File: src/hw/video_settings.svh
`ifndef VIDEO_SETTINGS_SVH
`define VIDEO_SETTINGS_SVH

`default_nettype none

// Visible frame, raster order
`define FRAME_W      64
`define FRAME_H      32
`define FRAME_XW     6
`define FRAME_YW     5

// Square tiles
`define TILE_PIX     8

// Character map covers the frame exactly
`define CHAR_MAP_W   8
`define CHAR_MAP_H   4

// Scroll plane is 128x64 and wraps both ways
`define SCR_MAP_W    16
`define SCR_MAP_H    8
`define SCR_XW       7
`define SCR_YW       6

// Pattern memory per layer, two 4-bit pixels per byte
`define TILE_COUNT   16
`define TILE_BYTES   32

// Palette, one entry per layer/pal/colour combination
`define PAL_ENTRIES  128
`define PAL_AW       7

`default_nettype wire

`endif

File: src/hw/raster_scan.sv
`timescale 1ns/1ns
`include "video_settings.svh"
`default_nettype none

module raster_scan (
    input  logic                  clk,
    input  logic                  reset,
    input  logic                  render_en,
    input  logic                  advance,
    input  logic [`SCR_YW-1:0]    scr_vpos,
    input  logic [`SCR_XW-1:0]    scr_hpos,
    input  logic                  pos_done,
    output logic                  busy,
    output logic                  pos_valid,
    output logic [`FRAME_XW-1:0]  char_x,
    output logic [`FRAME_YW-1:0]  char_y,
    output logic [`SCR_XW-1:0]    scr_x,
    output logic [`SCR_YW-1:0]    scr_y,
    output logic [`FRAME_XW-1:0]  pos_x,
    output logic [`FRAME_YW-1:0]  pos_y,
    output logic                  pos_last
);

    logic [`SCR_XW-1:0] hoff;
    logic [`SCR_YW-1:0] voff;
    logic               start;
    logic               line_end;

    assign start    = render_en && !busy;
    assign line_end = (pos_x == (`FRAME_W - 1));
    assign pos_last = line_end && (pos_y == (`FRAME_H - 1));

    // Stage 0 position and frame control
    always_ff @(posedge clk) begin
        if (reset) begin
            busy      <= 1'b0;
            pos_valid <= 1'b0;
            pos_x     <= '0;
            pos_y     <= '0;
        end else if (start) begin
            busy      <= 1'b1;
            pos_valid <= 1'b1;
            pos_x     <= '0;
            pos_y     <= '0;
        end else begin
            // Busy holds until the final pixel leaves the output register
            if (pos_done)
                busy <= 1'b0;
            if (pos_valid && advance) begin
                if (pos_last)
                    pos_valid <= 1'b0;
                pos_x <= line_end ? '0 : pos_x + 1'b1;
                if (line_end)
                    pos_y <= pos_last ? '0 : pos_y + 1'b1;
            end
        end
    end

    // Offsets are frozen for the whole frame
    always_ff @(posedge clk) begin
        if (start) begin
            hoff <= scr_hpos;
            voff <= scr_vpos;
        end
    end

    assign char_x = pos_x;
    assign char_y = pos_y;

    // Natural width wrap gives the 128x64 plane
    assign scr_x = {1'b0, pos_x} + hoff;
    assign scr_y = {1'b0, pos_y} + voff;

    // Counter rests at the origin between frames
    assert property (@(posedge clk) disable iff (reset)
        !pos_valid |-> pos_x == '0 && pos_y == '0);

endmodule

`default_nettype wire

File: config.mk
export PLATFORM = sky130hd
export DESIGN_NAME = raster_scan
export DESIGN_NICKNAME = d
export VERILOG_FILES = /design/src/hw/raster_scan.sv
export VERILOG_INCLUDE_DIRS = /design/src /design/src/hw
export SDC_FILE = /design/constraint.sdc
export NUM_CORES = 1
export LEC_CHECK = 0
export BUFFER_PORTS_ARGS = -buffer_cell sky130_fd_sc_hd__buf_4
export CAP_MARGIN = 10
export CORE_MARGIN = 2
export CORE_UTILIZATION = 31
export DETAILED_ROUTE_END_ITERATION = 12
export GPL_ROUTABILITY_DRIVEN = 0
export GPL_TIMING_DRIVEN = 1
export SYNTH_ARGS = -nofsm -noshare
export SYNTH_HDL_FRONTEND = slang
export SYNTH_SLANG_ARGS = --single-unit
File: constraint.sdc
create_clock -name clk -period 4.7 [get_ports clk]
set_input_delay 0.94 -clock clk [delete_from_list [all_inputs] [get_ports clk]]
set_output_delay 0.94 -clock clk [all_outputs]
set_load 0.02 [all_outputs]
* Yosys cells after proc, flatten, opt, wreduce, memory -nomap -nowiden
Index checks and enable logic that the tools add are counted.
** Word-level totals
- Memory bits (read-only) :: 0
- Input port bits :: 18
- Word-level logic and storage cells :: 29
- Memories kept :: 0
- Flip-flop bits (word level) :: 26
- Bits in writable memories :: 0
- Latch bits :: 0
** Cells by class
- Shifts and indexed selects :: 0
- Muxes and demuxes :: 7
- Multipliers :: 0
- Equal/unequal tests :: 2
- Reduce and logical (&&, ||, !) cells :: 10
- Order comparisons :: 0
- $add $sub $neg :: 4
- Bitwise gates (word level) :: 0
- Divide/modulo/power cells :: 0
** Operator list (count)
- $add A6 B7 Y7 :: 1
- $add A5 B6 Y6 :: 1
- $add A6 B1 Y6 const B :: 1
- $eq A6 B6 Y1 const B :: 1
- $mux W6 :: 1
- $reduce_bool A2 Y1 :: 3
- $add A5 B1 Y5 const B :: 1
- $eq A5 B5 Y1 const B :: 1
- $mux W1 :: 5
- $mux W5 :: 1
- $reduce_and A2 Y1 :: 2
- $logic_and A1 B1 Y1 :: 3
- $reduce_or A2 Y1 :: 1
- $logic_not A1 Y1 :: 1

* Depth between registers and ports, before layout
- Depth after elaboration :: 5
- Depth in mapped cells :: 7

* Worst setup path before layout
Ideal clock, no wire load.
- Path kind :: reg2out
- Start :: register pos_x[0], in the netlist char_x[0]
- End :: output scr_x[6]
- Cell stages (with the launch flop) :: 8
- Setup slack :: 1808 ps
- Required time :: 3760 ps
- Data arrival time :: 1952 ps
- Path through :: dfxtp_1 ha_1 inv_1 fa_1 nor2b_4 o31a_1 nor4_1 a311o_1
** Between the ends
- Longest elaborated chain between the ends :: 1
** Ends and longest elaborated chain
- start, declared :: RTL line raster_scan.sv:19 : output logic [`FRAME_XW-1:0] pos_x,
- start signal, assigned :: RTL line raster_scan.sv:52 : pos_x <= line_end ? '0 : pos_x + 1'b1;
- $add A6 B7 Y7 :: RTL line raster_scan.sv:71 : assign scr_x = {1'b0, pos_x} + hoff;
- end, declared :: RTL line raster_scan.sv:17 : output logic [`SCR_XW-1:0] scr_x,
No other way between the ends.

* Worst setup path in the final report
Same ends and word-level chain as after synthesis.

==> summary.txt <==
vias in the first global route = 1141
Async SR Flop Fraction = 0%
combinational family with the most area after synthesis = simple AND/OR/NAND/NOR gates
initial antenna violation count = 0
WL per Instance = 12.0 µm
Simple-Gate Fraction of Synth Area = 16.4%
layout cells sized above 1 = 34.9%
PnR worst setup slack = 1.46 ns
final setup violating endpoints = 0
maximum vdd drop = 0.190 mV
Synth Area in XOR/XNOR = 5.66%
# diodes = 0
fmax = 309 MHz
crit path launch type = register
synth top area cells = edfxtp_1 (25%), dfxtp_1 (17%), ha_1 (11%)
Internal = 0.354 mW
Via density = 4.62
Mapped Nets = 182
post-CTS setup buffer count = 0
dpl ws = 1.76 ns
# IOs = 56
Post-CTS Resized = 0
Vias = 1210
# nets final = 230
crit path kind = reg -> out
1st-iter DRT viols = 63
clock slew at reported path FFs = 0.09 ns
post-synth cell types = 38
quantity of I/O buffers inserted on ports = 55
Num CTS Buffers = 3
routed wire length = 3130 µm
hold slack = 0.486 ns
Detailed Routing Iterations Pass 1 = 4
Die Span X = 74.7 µm
Die ar. = 0.00557 mm²
maximum fanout along the worst path = 6
Synth area leader = edfxtp_1
first-pass GRT wire length = 5200 µm
CTS H-tree lvls = 1
post-synthesis adder-cell area fraction = 13.9%
Rows = 25
Commonest cells post-synth = ha_1 (14), dfxtp_1 (13), edfxtp_1 (13)
Psw = 0.110 mW
root buffer cell = clkbuf_8
critical path required time = 3.76 ns
switching share of total power = 23.7%
cts hold-fix bufs = 0
MaxCap Viol Count = 0
most frequent cell after synthesis = ha_1
CP endpoint kind = output port
setup TNS = 0 ns
Clock Sinks = 26
largest net degree at the start of global routing = 15
cells after synthesis = 148
Starting Density = 32.6%
combinational share of power = 14.0%
power share of the clock group = 31.5%
Worst slew margin = 64.1%
top-area cell type share of the netlist area = 25.2%
total grt overflow = 0
sequential cell area fraction in the yosys report = 42.0%
sequential share of power = 54.5%
final hold violations = 0
CTS tree = yes
Max clock buf depth = 2
Final min period = 3.24 ns
type of the worst min-delay path = reg -> reg
Synth Cell Area = 0.00155 mm²
complex-gate fraction of the synthesized area = 13.3%
yosys warns = 0
Worst Max-Slew Pin Slew = 0.538 ns
dpl hpwl = 2470 µm
Critical Path AT = 2.30 ns
Main synth FF type = edfxtp_1
area delta synth->final = 30.0%
Post-synth EDFFs = 13
Core ar. = 0.00475 mm²
mux contribution to synthesized area = 1.29%
Synth Register Bits = 26
worst-skew pair later-pin latency = 0.27 ns
Lkg Pwr = 0.893 nW
Worst Skew = 0.00773 ns
Die Y = 74.7 µm
max-slew violation count = 0
pwr dens = 231 mW/mm²
outcome = completed
GRT Util Overall = 12.1%
Final period util = 68.8%
# DRC = 0
Final ANT Viol Nets = 0
Syn Area/Cell = 10.5 µm²
RSZ-0062 raised after global routing = false
[cell usage in the layout (no fill, tap or decap), types with 5 or more instances in the layout]
master	Yosys	layout
dfxtp_1	13	13
nand2_1	6	6
xnor2_1	7	7
inv_1	7	7
a21oi_1	12	12
edfxtp_1	13	13
buf_4	11	55
nor3_1	5	5
ha_1	14	14
nor2_1	10	10
[worst max-delay path, stage by stage, from the launching register on]
cell	delay (ns)
dfxtp_1	0.47
ha_1	0.24
inv_1	0.06
fa_1	0.43
nor2b_4	0.13
o31a_1	0.16
nor4_1	0.06
a311o_1	0.31
buf_4	0.16
[cell type report]
type	count	area [µm²]
Multi-Input combinational cell	103	783
Sequential cell	26	651
Clock buffer	4	55.1
Inverter	7	26.3
Tap cell	67	83.8
Fill cell	501	2740
Timing Repair Buffer	55	413
[sequential cells by signal (all words and copies together) (netlist names)]
| name | count |
|---|---|
| busy | 1 |
| char_y | 5 |
| hoff | 7 |
| voff | 6 |
| pos_valid | 1 |
| char_x | 6 |
[metrics by stage]
step	instance area [µm²]	utilization, %	cells	power [mW]
floorplan	1550	-	148	0.294
global placement	1960	41.2	258	0.324
detailed placement	1960	41.2	258	0.324
CTS	2010	42.3	262	0.473
global route	2010	42.3	262	0.487
finish	2010	42.3	262	0.464
[kinds of logic after synthesis]
group,count (synthesis)
and+or+nand+nor,42
DFF,26
muxes,2
adders and majority gates,16
AOI/OAI and AO/OA,33
xor gates and xnor gates,10
buffers and inverters,19
[per-layer routing]
metal / GRT usage (%) / wire, µm / share of wire, % / up-vias
li1: - / - / - / 623
met3: 3.21 / 143 / 4.6 / 4
met1: 14.9 / 1390 / 44 / 548
met5: 0 / 0 / 0 / -
met4: 3.97 / 46 / 1.5 / 0
met2: 20.6 / 1550 / 50 / 35
[worst paths after layout]
path | from | end | slack (ns) | cells after the start
hold reg to reg | busy | busy | 0.49 | 2
setup / recovery | char_x[0] | scr_x[6] | 1.46 | 8
hold / removal | busy | busy | 0.49 | 2
setup reg to reg | char_y[1] | pos_valid | 2.97 | 6
[power by group through the flow]
stage / registers (mW) / logic (mW) / clock network (mW)
after floorplan: 0.259 / 0.0346 / 0
after detailed placement: 0.258 / 0.0661 / 0
after CTS: 0.253 / 0.0662 / 0.154
final: 0.253 / 0.0648 / 0.146
after global placement: 0.258 / 0.0661 / 0
after global routing: 0.254 / 0.0714 / 0.161
(Power assumes the default switching activity.)
