===== src/hw/video_settings.svh =====
`ifndef VIDEO_SETTINGS_SVH
`define VIDEO_SETTINGS_SVH

`default_nettype none

// Visible frame, raster order
`define FRAME_W      64
`define FRAME_H      32
`define FRAME_XW     6
`define FRAME_YW     5

// Square tiles
`define TILE_PIX     8

// Character map covers the frame exactly
`define CHAR_MAP_W   8
`define CHAR_MAP_H   4

// Scroll plane is 128x64 and wraps both ways
`define SCR_MAP_W    16
`define SCR_MAP_H    8
`define SCR_XW       7
`define SCR_YW       6

// Pattern memory per layer, two 4-bit pixels per byte
`define TILE_COUNT   16
`define TILE_BYTES   32

// Palette, one entry per layer/pal/colour combination
`define PAL_ENTRIES  128
`define PAL_AW       7

`default_nettype wire

`endif


===== src/hw/video_pkg.sv =====
`default_nettype none

package video_pkg;

    // Colour code out of the pattern memory, 0 is see-through
    typedef logic [3:0] pixel_t;

    // Character tile attribute byte
    typedef struct packed {
        logic [1:0] pal;
        logic       hflip;
        logic [4:0] spare;
    } char_attr_t;

    // Scroll tile attribute byte
    typedef struct packed {
        logic [1:0] pal;
        logic       hflip;
        logic       prio;   // Opaque scroll pixels cover the character layer
        logic [3:0] spare;
    } scr_attr_t;

    // Palette address as built by the mixer
    typedef struct packed {
        logic       layer;  // 1 = character
        logic [1:0] pal;
        pixel_t     color;
    } pal_index_t;

endpackage

`default_nettype wire


===== src/hw/tile_layer.sv =====
`timescale 1ns/1ns
`include "video_settings.svh"
`default_nettype none

module tile_layer import video_pkg::*; #(
    parameter type attr_t = char_attr_t,
    parameter int  MAP_W  = `CHAR_MAP_W,
    parameter int  MAP_H  = `CHAR_MAP_H,
    localparam int X_W    = $clog2(MAP_W * `TILE_PIX),
    localparam int Y_W    = $clog2(MAP_H * `TILE_PIX)
)(
    input  logic            clk,
    input  logic            reset,
    input  logic            advance,
    input  logic            cpu_we,
    input  logic            cpu_sel,
    input  logic [9:0]      cpu_addr,
    input  logic [7:0]      cpu_din,
    input  logic [X_W-1:0]  tx,
    input  logic [Y_W-1:0]  ty,
    input  logic            in_valid,
    output pixel_t          pxl,
    output attr_t           attr,
    output logic            out_valid
);

    localparam int MAP_N  = MAP_W * MAP_H;
    localparam int IDX_W  = $clog2(MAP_N);
    localparam int TP_W   = $clog2(`TILE_PIX);
    localparam int CODE_W = $clog2(`TILE_COUNT);
    localparam int PAT_N  = `TILE_COUNT * `TILE_BYTES;

    // Map split in code and attribute halves of each two-byte entry
    logic [CODE_W-1:0] map_code [MAP_N];
    attr_t             map_attr [MAP_N];
    logic [7:0]        pat_mem  [PAT_N];

    logic [IDX_W-1:0]  map_idx;

    logic              s1_valid;
    logic [CODE_W-1:0] s1_code;
    attr_t             s1_attr;
    logic [TP_W-1:0]   s1_row;
    logic [TP_W-1:0]   s1_col;

    logic [TP_W-1:0]   col_eff;
    logic [$clog2(PAT_N)-1:0] pat_addr;
    logic [7:0]        pat_byte;

    // CPU side
    always_ff @(posedge clk) begin
        if (cpu_we && cpu_sel) begin
            if (cpu_addr[9])
                pat_mem[cpu_addr[8:0]] <= cpu_din;
            else if (cpu_addr[0])
                map_attr[cpu_addr[IDX_W:1]] <= attr_t'(cpu_din);
            else
                map_code[cpu_addr[IDX_W:1]] <= cpu_din[CODE_W-1:0];
        end
    end

    // Tile row in the upper bits, tile column in the lower
    assign map_idx = {ty[Y_W-1:TP_W], tx[X_W-1:TP_W]};

    // Valid bits of stages 1 and 2
    always_ff @(posedge clk) begin
        if (reset) begin
            s1_valid  <= 1'b0;
            out_valid <= 1'b0;
        end else if (advance) begin
            s1_valid  <= in_valid;
            out_valid <= s1_valid;
        end
    end

    // Stage 1 map read
    always_ff @(posedge clk) begin
        if (advance) begin
            s1_code <= map_code[map_idx];
            s1_attr <= map_attr[map_idx];
            s1_row  <= ty[TP_W-1:0];
            s1_col  <= tx[TP_W-1:0];
        end
    end

    // Mirrored column reads the tile right to left
    assign col_eff  = s1_attr.hflip ? ~s1_col : s1_col;

    // Four bytes per tile row
    assign pat_addr = {s1_code, s1_row, col_eff[TP_W-1:1]};
    assign pat_byte = pat_mem[pat_addr];

    // Stage 2 pattern read, lower nibble is the left pixel
    always_ff @(posedge clk) begin
        if (advance) begin
            pxl  <= col_eff[0] ? pat_byte[7:4] : pat_byte[3:0];
            attr <= s1_attr;
        end
    end

    // CPU owns the memories only while the raster is idle
    assert property (@(posedge clk) disable iff (reset)
        cpu_we && cpu_sel |-> !in_valid);

endmodule

`default_nettype wire


===== config.mk =====
export PLATFORM = sky130hd
export DESIGN_NAME = tile_layer
export DESIGN_NICKNAME = d
export VERILOG_FILES = /design/src/hw/video_pkg.sv /design/src/hw/tile_layer.sv
export VERILOG_INCLUDE_DIRS = /design/src /design/src/hw
export SDC_FILE = /design/constraint.sdc
export NUM_CORES = 2
export LEC_CHECK = 0
export BUFFER_PORTS_ARGS = -buffer_cell sky130_fd_sc_hd__buf_2
export CORE_ASPECT_RATIO = 1.5
export CORE_MARGIN = 2
export CORE_UTILIZATION = 45
export CTS_CLUSTER_DIAMETER = 120
export DETAILED_ROUTE_END_ITERATION = 6
export GPL_TIMING_DRIVEN = 1
export PLACE_DENSITY = 0.63
export REMOVE_ABC_BUFFERS = 1
export SETUP_SLACK_MARGIN = 0.2
export SLEW_MARGIN = 20
export SYNTH_ARGS = -nofsm -noshare
export SYNTH_HDL_FRONTEND = slang
export SYNTH_MEMORY_MAX_BITS = 65536
export SYNTH_SLANG_ARGS = --single-unit
export TNS_END_PERCENT = 50

===== constraint.sdc =====
create_clock -name clk -period 10 [get_ports clk]
set_input_delay 1 -clock clk [delete_from_list [all_inputs] [get_ports clk]]
set_output_delay 1 -clock clk [all_outputs]
set_load 0.02 [all_outputs]

# Yosys cells after proc, flatten, opt, wreduce, memory -nomap -nowiden
# Memory sizes are Yosys's and may differ from the RTL's. A register that Yosys moved wholly into a read port is not among the register bits.
# Cells that the tools add are included.
[totals]
ff_bits = 20
mem_bits_rw = 4480
inputBits = 35
wordCells = 26
n_memories = 3
[op_classes]
n_mux = 13
n_bitwise = 1
n_reduce_logical = 1
[memory_table]
columns = ["memory", "depth", "width", "read_ports", "rd_ports_with_merged_regs", "write_ports", "line_no", "rtl"]
rows = [
  ["pat_mem", 512, 8, 1, 0, 1, "tile_layer.sv:36", "logic [7:0] pat_mem [PAT_N];"],
  ["map_attr", 32, 8, 1, 1, 1, "tile_layer.sv:35", "attr_t map_attr [MAP_N];"],
  ["map_code", 32, 4, 1, 1, 1, "tile_layer.sv:34", "logic [CODE_W-1:0] map_code [MAP_N];"],
]
[op_table]
columns = ["operator", "count"]
rows = [
  ["$mux 1", 11],
  ["$mux 4", 1],
  ["$mux 3", 1],
  ["$not 3->3", 1],
  ["$logic_and 1x1->1", 1],
]

# Longest topological paths before layout
[depth]
ltp_word = 4
mapped_depth = 16

# Worst setup path before layout
# OpenSTA, ideal clock, no wires.
[synth_path]
path_kind = "input to register"
startpoint = "input tx[3]"
endpoint = "register, netlist name s1_attr[0]"
setup_time_ns = 0.260
arrival_ns = 3.438
slack_ns = 6.302
path_stages = 6
n_path_buf = 3
cell_sequence = "clkbuf_1 -> clkbuf_1 -> buf_1 -> mux4_2 -> mux4_2 -> mux2_2"
[synth_rtl]
columns = ["element", "line_no", "rtl"]
rows = [
  ["start: declaration", "tile_layer.sv:19", "input logic [X_W-1:0] tx,"],
]

# Worst setup path after layout
[layout_path]
startpoint = "register, netlist name s1_attr[5]"
endpoint = "register pxl[3] (data pin)"
[layout_between]
elab_chain_cells = 3
[layout_lines]
columns = ["element", "line_no", "rtl"]
rows = [
  ["$mux 3 *", "tile_layer.sv:87", "assign col_eff = s1_attr.hflip ? ~s1_col : s1_col;"],
  ["$mem_v2 512x8", "--", ""],
  ["$mux 4 *", "tile_layer.sv:96", "pxl <= col_eff[0] ? pat_byte[7:4] : pat_byte[3:0];"],
  ["end signal: assignment", "tile_layer.sv:96", ""],
  ["end: declaration", "tile_layer.sv:22", "output pixel_t pxl,"],
]
# Mark *: on every way between the ends. The rest lies on a longest branch, timed or not.
# A chain may end at the register's enable or synchronous reset.

==> impl_results.md <==
- Type of the worst setup path: flop to flop
- Hold Path Class: primary input to flop
- Share of the synthesized area in the top cell type: 73.1%
- Leak pwr: 64.3 nW
- HPWL after detailed placement: 404000 um
- Count of distinct cell types in the synthesized netlist: 85
- Number of DRC violations after detailed routing: 0
- Number of clock buffers inserted by TritonCTS: 406
- Count of pins over their slew limit: 0
- Crit path time final: 6450 ps
- Placed instance count: 15674
- Routed WL per cell: 40.0 um
- Clock-pin slew on the worst setup and hold paths: 70 ps
- Transition time at the pin with the least slew margin: 1360 ps
- Clock insertion delay at the later pin of the skew report: 1040 ps
- Aggregate routed wire length: 658000 um
- Final net count: 10755
- Sink count of the clock tree: 4512
- Setup TNS after final layout: 0 ps
- Via count normalized by instance count: 6.87
- PortBufs: 47
- Final antenna-violating net count: 0
- Worst hold path startpoint: reset
- Worst vdd ir: 197 uV
- Outcome: finished, final reports clean
- Non-filler instance count after layout: 16453
- H-tree Lvls: 5
- Final std cell area, no fill: 205000 um^2
- Max Fclk: 0.155 GHz
- Crit Path Max Fanout: 50
- Proportion of power drawn by the clock network: 38.3%
- Switching Fraction: 25.8%
- Synthesis Warnings: 0
- Maximum buffer depth of the clock tree: 4
- Timing startpoint of the critical path: s1_attr[5]
- Root cell of the clock tree: clkbuf_16
- Final setup slack of the worst path: 3550 ps
- Sequential fraction of the synthesis area: 73.1%
- Power Internal: 31.3 mW
- Power density over the cells: 205 nW/um^2
- Required time of the worst setup path: 10870 ps
- Synth Cell Area: 185000 um^2
- # Post-CTS Setup Buffers: 0
- Final Hold Viols: 0
- Maximum number of pins on one net before global-route repair: 197
- Post-synth EDFFs: 4510
- Vias: 113101
- RSZ-0062 raised after global routing: no
- Wire length of the first global-routing pass: 893000 um
- Floorplan die width: 528 um
- IO Pins: 48
- Fraction of registers with async set or reset after synthesis: 0%
- Resized Gates After CTS: 0
- Biggest area consumer among synthesized cells: edfxtp_1
- Worst r2r src: s1_attr[5]
- Arrival time worst endpoint: 7310 ps
- Vertical die dimension: 790 um
- Most used flip-flop cell after synthesis: edfxtp_1
- Core box area: 410000 um^2
- Placed standard-cell area: 191000 um^2
- Top cells by instance count after synthesis: edfxtp_1, nand2_1, nor2_1
- Overall track demand over capacity in global routing: 30.8%
- Logic pwr share: 12.2%
- Per-instance average area after synthesis: 17.3 um^2
- Via count of the first global-routing pass: 110230
- Most area-consuming cells after synthesis: edfxtp_1, mux4_2, mux2i_1
- Std cell rows: 288
- Cell with the most instances after synthesis: edfxtp_1
- Post-synthesis instance total: 10725
- Kind of end point of the critical path: flop
- Switching power: 10.8 mW
- Worst hold-check slack: 135 ps
- Max_cap viols: 0
- Worst clock skew: 111 ps
- Number of storage elements in the synthesis netlist: 4512
- Max-Slew Margin vs Limit: 8.80%
- Filler cell count: 33206
- Initial Util: 45.2%
- Final RePlAce weighted congestion: 0.966
- Number of hold-repair buffers added at the cts stage: 0
- Overflow left after global routing: 0
- Total Die Area: 417000 um^2
- DR pass1 iterations: 7
- Element type at the critical path start: flop
- Proportion of layout cells with a drive suffix above 1: 18.2%
- Growth of design area from synthesis to finish: 10.6%
- Total setup violations reported at the end of the flow: 0
- Clock tree from TritonCTS: yes
- DP Worst Slack: 3910 ps
- Share of total power in sequential cells: 49.5%
- Number of antenna violations at the first check in global routing: 67
- Number of violations reported at the end of detailed-routing iteration 0: 18182
- Tcrit/Tclk final: 64.5%
==> routing by layer <==
layer / wire (um) / global-route usage [%] / up-vias
li1: - / - / 43476
met1: 209000 / 35.7 / 58037
met2: 303000 / 48.2 / 9085
met3: 75400 / 7.46 / 2467
met5: 333 / 0 / -
met4: 69100 / 26.8 / 36
==> cell families (layout without fill, tap and decap cells) <==
group	count (synthesis)	in the layout	synth area share (%)
other	0	43	0
XOR/XNOR	6	6	0.0486
AO/OA/AOI/OAI	1662	1662	6.27
AND/OR/NAND/NOR	2190	2190	4.90
flip-flops	4512	4512	73.1
buffers and inverters	783	1103	2.38
multiplexers	1572	1572	13.3
==> worst max-delay path, cell delays in order, from the launching register on <==
cell	delay [ps]
edfxtp_1	400
buf_4	580
xor2_4	390
buf_4	520
buf_4	850
nor2_1	160
buf_4	290
a32oi_1	200
nand3_1	270
o211ai_1	250
a311oi_1	90
nand3b_1	880
a311oi_1	910
o311a_1	270
==> stage by stage <==
step	utilization [%]	total power [mW]
floorplan	-	26.8
global placement	46.6	26.1
detailed placement	46.7	26.2
CTS	49.9	41.9
global route	50.0	42.8
finish	50.0	42.1
==> sequential cells by signal (all words and copies together) (netlist names) <==
register and flops:
s1_attr 8, map_attr 256, s1_col 3, out_valid 1
pat_mem 4096, attr 8, map_code 128, pxl 4
s1_code 4, s1_row 3, s1_valid 1
==> area by class of cell <==
cell class	instances	area (um^2)	area share (%)
Tap cell	5365	6710	3.27
Sequential cell	4512	135000	66.1
Timing Repair Buffer	359	3190	1.56
Multi-Input combinational cell	5430	46000	22.5
Antenna cell	43	108	0.0525
Inverter	11	61.3	0.0299
Clock buffer	471	10500	5.12
Clock inverter	262	2900	1.41
==> cells in the final DEF, fill, tap and decap left out, types with 12 or more instances in the layout <==
master	Yosys	routed
o2111ai_1	15	15
nor4_1	45	40
a32oi_1	38	38
o21ai_0	159	158
a22oi_1	114	114
nand4_1	45	45
nor3_1	54	51
edfxtp_1	4510	4510
nand2_4	0	15
clkinv_2	0	75
o22ai_1	308	308
buf_4	104	271
a221oi_1	144	144
o221ai_1	160	160
clkinv_1	1	82
buf_12	18	38
o211ai_1	31	31
diode_2	0	43
buf_2	180	37
a211oi_1	48	48
a22o_1	26	26
nand3_1	241	237
nand2_1	1002	981
clkbuf_1	342	61
a221o_1	58	58
a21boi_0	12	12
a2111oi_0	22	18
a31oi_1	102	101
a21oi_1	308	305
clkbuf_16	0	410
mux2i_1	634	634
a311oi_1	23	21
nor2_1	716	678
mux4_2	681	681
o41ai_1	15	15
nor2_4	0	12
clkinvlp_4	0	21
nor2_2	2	28
bufinv_16	0	52
mux2_2	250	250
==> power by group through the flow <==
| stage | Sequential [mW] | Combinational [mW] | Clock [mW] |
|---|---|---|---|
| after global routing | 20.8 | 5.17 | 16.8 |
| after global placement | 21.3 | 4.89 | 0 |
| after detailed placement | 21.3 | 4.95 | 0 |
| final | 20.8 | 5.15 | 16.1 |
| after floorplan | 21.4 | 5.44 | 0 |
| after CTS | 20.8 | 4.97 | 16.1 |
==> path summary, 6_finish.rpt <==
check,endpoint,slack [ps],depth (start not counted)
worst min register to register,attr[0],430,0
worst max register to register,pxl[3],3550,13
worst max-delay path,pxl[3],3550,13
worst min-delay path,s1_valid,130,2
Power figures use the tool's default switching activity.
