## src/hw/video_settings.svh

```systemverilog
`ifndef VIDEO_SETTINGS_SVH
`define VIDEO_SETTINGS_SVH

`default_nettype none

// Visible frame, raster order
`define FRAME_W      64
`define FRAME_H      32
`define FRAME_XW     6
`define FRAME_YW     5

// Square tiles
`define TILE_PIX     8

// Character map covers the frame exactly
`define CHAR_MAP_W   8
`define CHAR_MAP_H   4

// Scroll plane is 128x64 and wraps both ways
`define SCR_MAP_W    16
`define SCR_MAP_H    8
`define SCR_XW       7
`define SCR_YW       6

// Pattern memory per layer, two 4-bit pixels per byte
`define TILE_COUNT   16
`define TILE_BYTES   32

// Palette, one entry per layer/pal/colour combination
`define PAL_ENTRIES  128
`define PAL_AW       7

`default_nettype wire

`endif

```

## src/hw/video_pkg.sv

```systemverilog
`default_nettype none

package video_pkg;

    // Colour code out of the pattern memory, 0 is see-through
    typedef logic [3:0] pixel_t;

    // Character tile attribute byte
    typedef struct packed {
        logic [1:0] pal;
        logic       hflip;
        logic [4:0] spare;
    } char_attr_t;

    // Scroll tile attribute byte
    typedef struct packed {
        logic [1:0] pal;
        logic       hflip;
        logic       prio;   // Opaque scroll pixels cover the character layer
        logic [3:0] spare;
    } scr_attr_t;

    // Palette address as built by the mixer
    typedef struct packed {
        logic       layer;  // 1 = character
        logic [1:0] pal;
        pixel_t     color;
    } pal_index_t;

endpackage

`default_nettype wire

```

## src/hw/color_mixer.sv

```systemverilog
`timescale 1ns/1ns
`include "video_settings.svh"
`default_nettype none

module color_mixer import video_pkg::*; (
    input  logic                  clk,
    input  logic                  reset,
    input  logic                  in_valid,
    input  pixel_t                char_pxl,
    input  char_attr_t            char_attr,
    input  pixel_t                scr_pxl,
    input  scr_attr_t             scr_attr,
    input  logic [`FRAME_XW-1:0]  in_x,
    input  logic [`FRAME_YW-1:0]  in_y,
    input  logic                  in_last,
    input  logic                  cpu_we,
    input  logic                  pal_cs,
    input  logic [7:0]            cpu_addr,
    input  logic [7:0]            cpu_din,
    input  logic                  out_ready,
    output logic                  advance,
    output logic                  pos_done,
    output logic                  out_valid,
    output logic [`FRAME_XW-1:0]  out_x,
    output logic [`FRAME_YW-1:0]  out_y,
    output logic                  out_last,
    output logic [3:0]            red,
    output logic [3:0]            green,
    output logic [3:0]            blue
);

    // Red in the upper nibble, green in the lower
    logic [7:0]           pal_rg [`PAL_ENTRIES];
    logic [3:0]           pal_b  [`PAL_ENTRIES];

    logic                 sel_char;
    pal_index_t           pal_idx;

    logic                 s3_valid;
    logic [`FRAME_XW-1:0] s3_x;
    logic [`FRAME_YW-1:0] s3_y;
    logic                 s3_last;
    logic [7:0]           s3_rg;
    logic [3:0]           s3_b;

    // Palette writes
    always_ff @(posedge clk) begin
        if (cpu_we && pal_cs) begin
            if (cpu_addr[7])
                pal_b[cpu_addr[`PAL_AW-1:0]] <= cpu_din[3:0];
            else
                pal_rg[cpu_addr[`PAL_AW-1:0]] <= cpu_din;
        end
    end

    // Layer selection
    always_comb begin
        if (scr_attr.prio && scr_pxl != '0)
            sel_char = 1'b0;
        else if (char_pxl != '0)
            sel_char = 1'b1;
        else
            sel_char = 1'b0;

        pal_idx.layer = sel_char;
        pal_idx.pal   = sel_char ? char_attr.pal : scr_attr.pal;
        pal_idx.color = sel_char ? char_pxl : scr_pxl;
    end

    // Pipeline moves when the output slot is free or being taken
    assign advance  = !out_valid || out_ready;
    assign pos_done = out_valid && out_ready && out_last;

    always_ff @(posedge clk) begin
        if (reset) begin
            s3_valid  <= 1'b0;
            out_valid <= 1'b0;
        end else if (advance) begin
            s3_valid  <= in_valid;
            out_valid <= s3_valid;
        end
    end

    // Stage 3 palette lookup
    always_ff @(posedge clk) begin
        if (advance) begin
            s3_x    <= in_x;
            s3_y    <= in_y;
            s3_last <= in_last;
            s3_rg   <= pal_rg[pal_idx];
            s3_b    <= pal_b[pal_idx];
        end
    end

    // Stage 4 output register
    always_ff @(posedge clk) begin
        if (advance) begin
            out_x    <= s3_x;
            out_y    <= s3_y;
            out_last <= s3_last;
            red      <= s3_rg[7:4];
            green    <= s3_rg[3:0];
            blue     <= s3_b;
        end
    end

    // Stalled pixel is held until the sink takes it
    assert property (@(posedge clk) disable iff (reset)
        out_valid && !out_ready |=>
            out_valid && $stable({out_x, out_y, out_last, red, green, blue}));

    // No palette update under a pixel that is about to read it
    assert property (@(posedge clk) disable iff (reset)
        cpu_we && pal_cs |-> !in_valid && !s3_valid);

endmodule

`default_nettype wire

```

## config.mk

```make
export PLATFORM = sky130hd
export DESIGN_NAME = color_mixer
export DESIGN_NICKNAME = d
export VERILOG_FILES = /design/src/hw/video_pkg.sv /design/src/hw/color_mixer.sv
export VERILOG_INCLUDE_DIRS = /design/src /design/src/hw
export SDC_FILE = /design/constraint.sdc
export NUM_CORES = 2
export LEC_CHECK = 0
export BUFFER_PORTS_ARGS = -buffer_cell sky130_fd_sc_hd__buf_2
export CORE_MARGIN = 2
export CORE_UTILIZATION = 45
export CTS_BUF_LIST = sky130_fd_sc_hd__clkbuf_4 sky130_fd_sc_hd__clkbuf_8
export DETAILED_ROUTE_END_ITERATION = 6
export GPL_TIMING_DRIVEN = 0
export SETUP_SLACK_MARGIN = 0.1
export SLEW_MARGIN = 25
export SYNTH_ARGS = -nofsm -noshare
export SYNTH_HDL_FRONTEND = slang
export SYNTH_SLANG_ARGS = --single-unit
```

## constraint.sdc

```tcl
create_clock -name clk -period 9.71 [get_ports clk]
set_input_delay 1.942 -clock clk [delete_from_list [all_inputs] [get_ports clk]]
set_output_delay 1.942 -clock clk [all_outputs]
set_load 0.01 [all_outputs]
```

# ---- Word level (Yosys, flattened, before mapping)
# Memories as Yosys holds them, arrays and structs flattened. A register that Yosys moved wholly into a read port is not among the register bits.
# Cells that the tools add are included.
dict set report word_totals {
  register_bits 38
  latchBits 0
  ramBits 1536
  romBits 0
  in_bits 58
  output_inout_bits 27
  memories 2
}
# memory depth word_bits read_ports rd_ports_with_merged_regs write_ports line
set mem_list {}
lappend mem_list {pal_rg 128 8 1 1 1 color_mixer.sv:33} ;# logic [7:0] pal_rg [`PAL_ENTRIES];
lappend mem_list {pal_b 128 4 1 1 1 color_mixer.sv:34} ;# logic [3:0] pal_b [`PAL_ENTRIES];
dict set report op_classes {
  n_addsub 0
  multipliers 0
  div 0
  magnitude_cmp 0
  n_eq_ne 0
  shift 0
  muxes 10
  bitwise_logic 0
  reduce_logical 8
}
# cell n
set ops {}
lappend ops {{two-way mux 1 bit} 8}
lappend ops {{nonzero test 4 bit} 2}
lappend ops {{logical AND 1 bit} 4}
lappend ops {{two-way mux 4 bit} 1}
lappend ops {{two-way mux 2 bit} 1}
lappend ops {{zero test 1 bit} 1}
lappend ops {{logical OR 1 bit} 1}

# ---- Depth between registers and ports, before layout
dict set report logic_depth {
  ltp_word 4
  ltp_mapped 13
  depth_no_buf 7
}

# ---- Worst setup path after synthesis
# Ideal clock, no wire load.
dict set report synth_path {
  kind {in2out}
  from {input out_ready}
  to {output advance}
  arrival_ns 3.256
  required_ns 7.768
  path_slack_ns 4.512
  stages 1
  n_path_buf 0
  path_cell_list {nand2b_1}
}
dict set report synth_between {
  elab_chain_cells 1
}
# element line
set synth_lines {}
lappend synth_lines {{start: declaration} color_mixer.sv:20} ;# input logic out_ready,
lappend synth_lines {{logical OR 1 bit} color_mixer.sv:71} ;# assign advance = !out_valid || out_ready;
lappend synth_lines {{end: declaration} color_mixer.sv:21} ;# output logic advance,
# Every way passes these cells.

# ---- Worst setup path in the final report
dict set report layout_path {
  from {input scr_pxl[0]}
  to {register s3_rg[1], read port of pal_rg, data pin}
}
dict set report layout_between {
  elab_chain_cells 4
  elab_cells_between_ends 5
  classes_between {mux: 3; reduce/logical: 2}
}
# element line
set layout_lines {}
lappend layout_lines {{start: declaration} color_mixer.sv:11} ;# input pixel_t scr_pxl,
lappend layout_lines {{nonzero test 4 bit} color_mixer.sv:58} ;# if (scr_attr.prio && scr_pxl != '0)
lappend layout_lines {{logical AND 1 bit} color_mixer.sv:58}
lappend layout_lines {{two-way mux 1 bit} color_mixer.sv:58}
lappend layout_lines {{two-way mux 4 bit / two-way mux 2 bit (equally long branches)} {color_mixer.sv:67, color_mixer.sv:66}}
lappend layout_lines {{end: declaration} color_mixer.sv:43} ;# logic [7:0] s3_rg;
# Several ways; a longest one is shown, not always the timed one.
# A chain may end at the register's enable or synchronous reset.

==> tab_implementation.tex <==
\begin{tabular}{lr}
\hline
Metric & Value \\
\hline
\multicolumn{2}{l}{\textbf{Run status}} \\
\quad Outcome & finished, final reports clean \\
\multicolumn{2}{l}{\textbf{Worst setup path}} \\
\quad RR Endpoint & s3\_rg[1] \\
\quad Critical Setup Path Class & in -> reg \\
\quad Largest fanout on the critical path & 10 \\
\quad Critical Path End Type & flip-flop \\
\quad CP Data Required Time & about 10,000 ps \\
\quad Reg2Reg Setup Slack & $\sim$6400 ps \\
\quad Most common cell type on the critical path & clkbuf\_1 \\
\quad Worst path max stage delay & 1000 ps \\
\quad Reg-to-Reg Start & pal\_rg[81][1] \\
\quad Worst path arrival time & approximately 6800 ps \\
\quad Critical path, cell by cell & buf\_2 -> o41ai\_4 -> nand3b\_1 -> clkbuf\_1 -> clkbuf\_1 -> a22oi\_1 -> a2111oi\_0 -> mux2i\_1 -> o22ai\_1 -> and4b\_1 \\
\quad Standard cell with the maximum stage delay on the critical path & a2111oi\_0 \\
\quad Startpoint class of the critical path & primary input \\
\quad Worst Reg2Reg Path Length in Cells & 5 \\
\multicolumn{2}{l}{\textbf{Pwr}} \\
\quad Clock group share of total power & 39.0\% \\
\quad Static power due to leakage & about 24 nW \\
\quad Switch Pwr & roughly 3.7 mW \\
\quad Worst-case vdd ir drop & around 0.17 mV \\
\quad Cell Int Power & about 11 mW \\
\quad Logic gate share of total power & roughly 9.0\% \\
\quad Net Sw Frac & between 20 and 30\% \\
\quad PD cells & 200 nW/µm² \\
\quad Fraction of power consumed by sequential logic & 52.0\% \\
\multicolumn{2}{l}{\textbf{Yosys}} \\
\quad Most common cell in the netlist & edfxtp\_1 \\
\quad Syn nets & between 4,000 and 5,000 \\
\quad Flop and latch count out of synthesis & roughly 1,600 \\
\quad Combined area of all synthesized cells & roughly 64,000 µm² \\
\quad Cell types with the highest counts after synthesis & 1,584 x edfxtp\_1, 726 x nand2\_1, 265 x nor2\_1, 253 x nand4\_1, 229 x nand3\_1 \\
\quad FFs w/ async S/R, synth & 0\% \\
\quad Synth Instances & 4,464 \\
\quad Post-synth top area cell & edfxtp\_1 \\
\quad Leading register cell type out of synthesis & edfxtp\_1 \\
\quad Share of the yosys chip area belonging to registers & 73.9\% \\
\quad Post-synthesis cell type count & 57 \\
\quad Yosys warns & 0 \\
\quad Cell types with the largest area share after synthesis & edfxtp\_1 74\%, nand2\_1 4.2\%, mux2i\_1 2.8\%, nand4\_1 2.5\%, a22oi\_1 2.0\% \\
\quad Syn\_area\_per\_cell & between 10 and 15 µm² \\
\quad Count of flip-flops with a built-in enable after synthesis & between 1,500 and 2,000 \\
\quad Area fraction of the dominant cell type after synthesis & 73.9\% \\
\multicolumn{2}{l}{\textbf{Clock network}} \\
\quad Gates resized, CTS repair & 0 \\
\quad Clk Latency, worst-skew pair & between 1000 and 1500 ps \\
\quad Number of sinks on the clock net & $\sim$1,600 \\
\quad Total number of H-tree levels & 5 \\
\quad TritonCTS Buffers & 277 \\
\quad Post-CTS Setup Repair Bufs & 0 \\
\quad TritonCTS clock tree & yes \\
\quad CTS root buffer & clkbuf\_8 \\
\quad Deepest clock path buffer count & 4 \\
\quad Clock transition time at the flip-flop clock pins of the worst setup and hold paths & around 60 ps \\
\quad Hold buffers post-CTS & 0 \\
\multicolumn{2}{l}{\textbf{GRT}} \\
\quad Maximum number of pins on one net before global-route repair & slightly above 100 \\
\quad Vias in the first global route & around 42,000 \\
\quad Antenna violations before repair & 24 \\
\quad GRT Total Usage & around 30\% \\
\quad Wire length of the first global-routing pass & roughly 300,000 µm \\
\quad Gr ovfl total & 0 \\
\multicolumn{2}{l}{\textbf{STA}} \\
\quad Slack of the critical path & 3690 ps \\
\quad Hold Violations, Final & 0 \\
\quad Max frequency & between 150 and 200 MHz \\
\quad Worst relative slew slack & roughly 16\% \\
\quad Setup TNS after final layout & 0 ps \\
\quad Number of slew-limit violations in the final report & 0 \\
\quad Shortest clock period the worst path allows after layout & roughly 6000 ps \\
\quad Clock Skews & around 56 ps \\
\quad RSZ-0062 raised after global routing & no \\
\quad Count of final setup violators & 0 \\
\quad Final Cycle Share & 62.0\% \\
\quad Worst Max-Slew Pin Slew & $\sim$1300 ps \\
\multicolumn{2}{l}{\textbf{Cells and area}} \\
\quad Fillers & roughly 12,000 \\
\quad Layout cell share with drive strength beyond 1 & between 10 and 15\% \\
\quad Post-route core utilization & about half \\
\quad Growth of design area from synthesis to finish & 13.4\% \\
\quad Post-route standard cell area excluding fillers & around 73,000 µm² \\
\quad Register area & around 48,000 µm² \\
\quad Multi-input logic area & $\sim$15,000 µm² \\
\quad Final \#Nets & a little under 5,000 \\
\multicolumn{2}{l}{\textbf{Detailed routing}} \\
\quad DRT Wirelength & 223,000 µm \\
\quad Remaining antenna violation count after routing & 0 \\
\quad DR vias & 44,400 \\
\quad Violation count after the first detailed-route iteration & roughly 7,500 \\
\quad Ratio of routed vias to standard cells & $\sim$6.4 \\
\quad Post-detailed-route DRC marker count & 0 \\
\quad Length of the first detailed-routing pass in iterations & 6 \\
\quad Avg WL per Cell & 32.2 µm \\
\multicolumn{2}{l}{\textbf{Floorplanning}} \\
\quad Die Height & 382 µm \\
\quad Horizontal extent of the die & roughly 380 µm \\
\quad IO Pins & 85 \\
\quad Die outline area & 146,000 µm² \\
\quad Placeable core area & between 100,000 and 150,000 µm² \\
\quad Initial Util & roughly 45\% \\
\quad Std cell rows & roughly 140 \\
\multicolumn{2}{l}{\textbf{Place}} \\
\quad Detail Placement HPWL & about 150,000 µm \\
\quad Standard cell area after detailed placement & 68,100 µm² \\
\quad Worst slack, placed & $\sim$3100 ps \\
\quad Count of input and output buffers & 68 \\
\quad Global placer's final weighted congestion & $\sim$0.95 \\
\multicolumn{2}{l}{\textbf{Worst hold path}} \\
\quad Worst min-delay path startpoint & s3\_y[1] \\
\quad Worst Hold Class & reg -> reg \\
\quad Hold Path Sink & out\_y[1] \\
\quad Worst hold stages & 0 \\
\multicolumn{2}{l}{\textbf{Flow run}} \\
\quad Number of max-cap violations & 0 \\
\hline
\end{tabular}
==> per-layer routing <==
layer  track usage, %  routed length [µm]
met5                0                 105
met4             11.9                9010
met2             42.4               94800
met1             42.6               88400
met3             9.81               30100
==> sequential cells by signal, indices dropped and copies added (netlist names) <==
register	cells
blue	4
green	4
out_last	1
out_valid	1
out_x	6
out_y	5
pal_b	512
pal_rg	1024
red	4
s3_b	4
s3_last	1
s3_rg	8
s3_valid	1
s3_x	6
s3_y	5
==> power by group through the flow <==
stage | Sequential [mW] | Combinational [mW] | Clock [mW]
6_report | 7.59 | 1.32 | 5.69
5_1_grt | 7.59 | 1.36 | 6.01
2_1_floorplan | 7.74 | 0.606 | 0
4_1_cts | 7.59 | 1.27 | 5.71
3_3_place_gp | 7.76 | 1.22 | 0
3_5_place_dp | 7.73 | 1.26 | 0
==> worst max-delay path: cells and delay by family <==
| kind | cells | cell delay [ps] |
|---|---|---|
| AND/OR/NAND/NOR | 2 | 500 |
| multiplexers | 1 | 410 |
| AO/OA/AOI/OAI | 4 | 2090 |
| buffers and inverters | 3 | 1800 |
==> kinds of logic after synthesis <==
group                  after synthesis  share of synthesized area [%]
AO/OA/AOI/OAI                      738                           9.07
multiplexers                       231                           3.69
buffers and inverters              391                           2.71
flip-flops                        1586                           73.9
AND/OR/NAND/NOR                   1518                           10.6
==> layout make-up <==
cell class / instances / share of cell area [%]
well taps: 1890 / 3.24
diodes: 13 / 0.0445
plain buffers: 389 / 2.42
clock buffers: 366 / 6.23
inverters: 2 / 0.0103
multi-input cells: 2487 / 20.8
flip-flops and latches: 1586 / 65.2
repair buffers: 100 / 1.62
clock inverters: 84 / 0.480
==> layout by cell type, fill, tap and decap left out, types with 12 or more instances in the layout <==
master,Yosys,final
edfxtp_1,1584,1584
clkbuf_4,0,78
buf_16,0,24
buf_1,30,30
diode_2,0,13
nor2_1,265,249
nand3_1,229,227
a31oi_1,96,96
nand4_1,253,253
a2111oi_0,68,52
buf_2,110,170
mux2_1,22,22
nand2_1,726,726
o31a_1,72,72
a22oi_1,168,168
mux2_2,26,26
a32oi_1,60,60
clkinv_2,0,18
clkbuf_8,0,288
o31ai_1,144,144
clkinv_1,0,63
buf_4,20,24
mux2i_1,182,181
and4b_1,12,12
o22ai_1,13,12
clkbuf_2,0,19
a2111oi_1,2,12
a222oi_1,24,24
clkbuf_1,220,201
nor2_2,0,16
a221oi_1,71,71
==> worst max path at each step <==
stage                           start  endpoint  slack, ps  cells after the start
after floorplan             out_ready   advance       4510                      1
after global placement    char_pxl[3]  s3_rg[1]       2460                      9
after detailed placement   scr_pxl[0]  s3_rg[1]       3060                     10
after CTS                  scr_pxl[0]  s3_rg[1]       4160                     10
after global routing       scr_pxl[0]  s3_rg[1]       3930                     10
final                      scr_pxl[0]  s3_rg[1]       3690                     10
==> per-stage QoR <==
stage / std cells / total power [mW] / hold slack (ps)
5_1_grt: 6908 / 15.0 / 423
3_5_place_dp: 6454 / 9.00 / 405
6_report: 6917 / 14.6 / 415
3_3_place_gp: 6422 / 8.98 / 401
2_1_floorplan: 4464 / 8.35 / 400
4_1_cts: 6904 / 14.6 / 416
(Power assumes the default switching activity.)
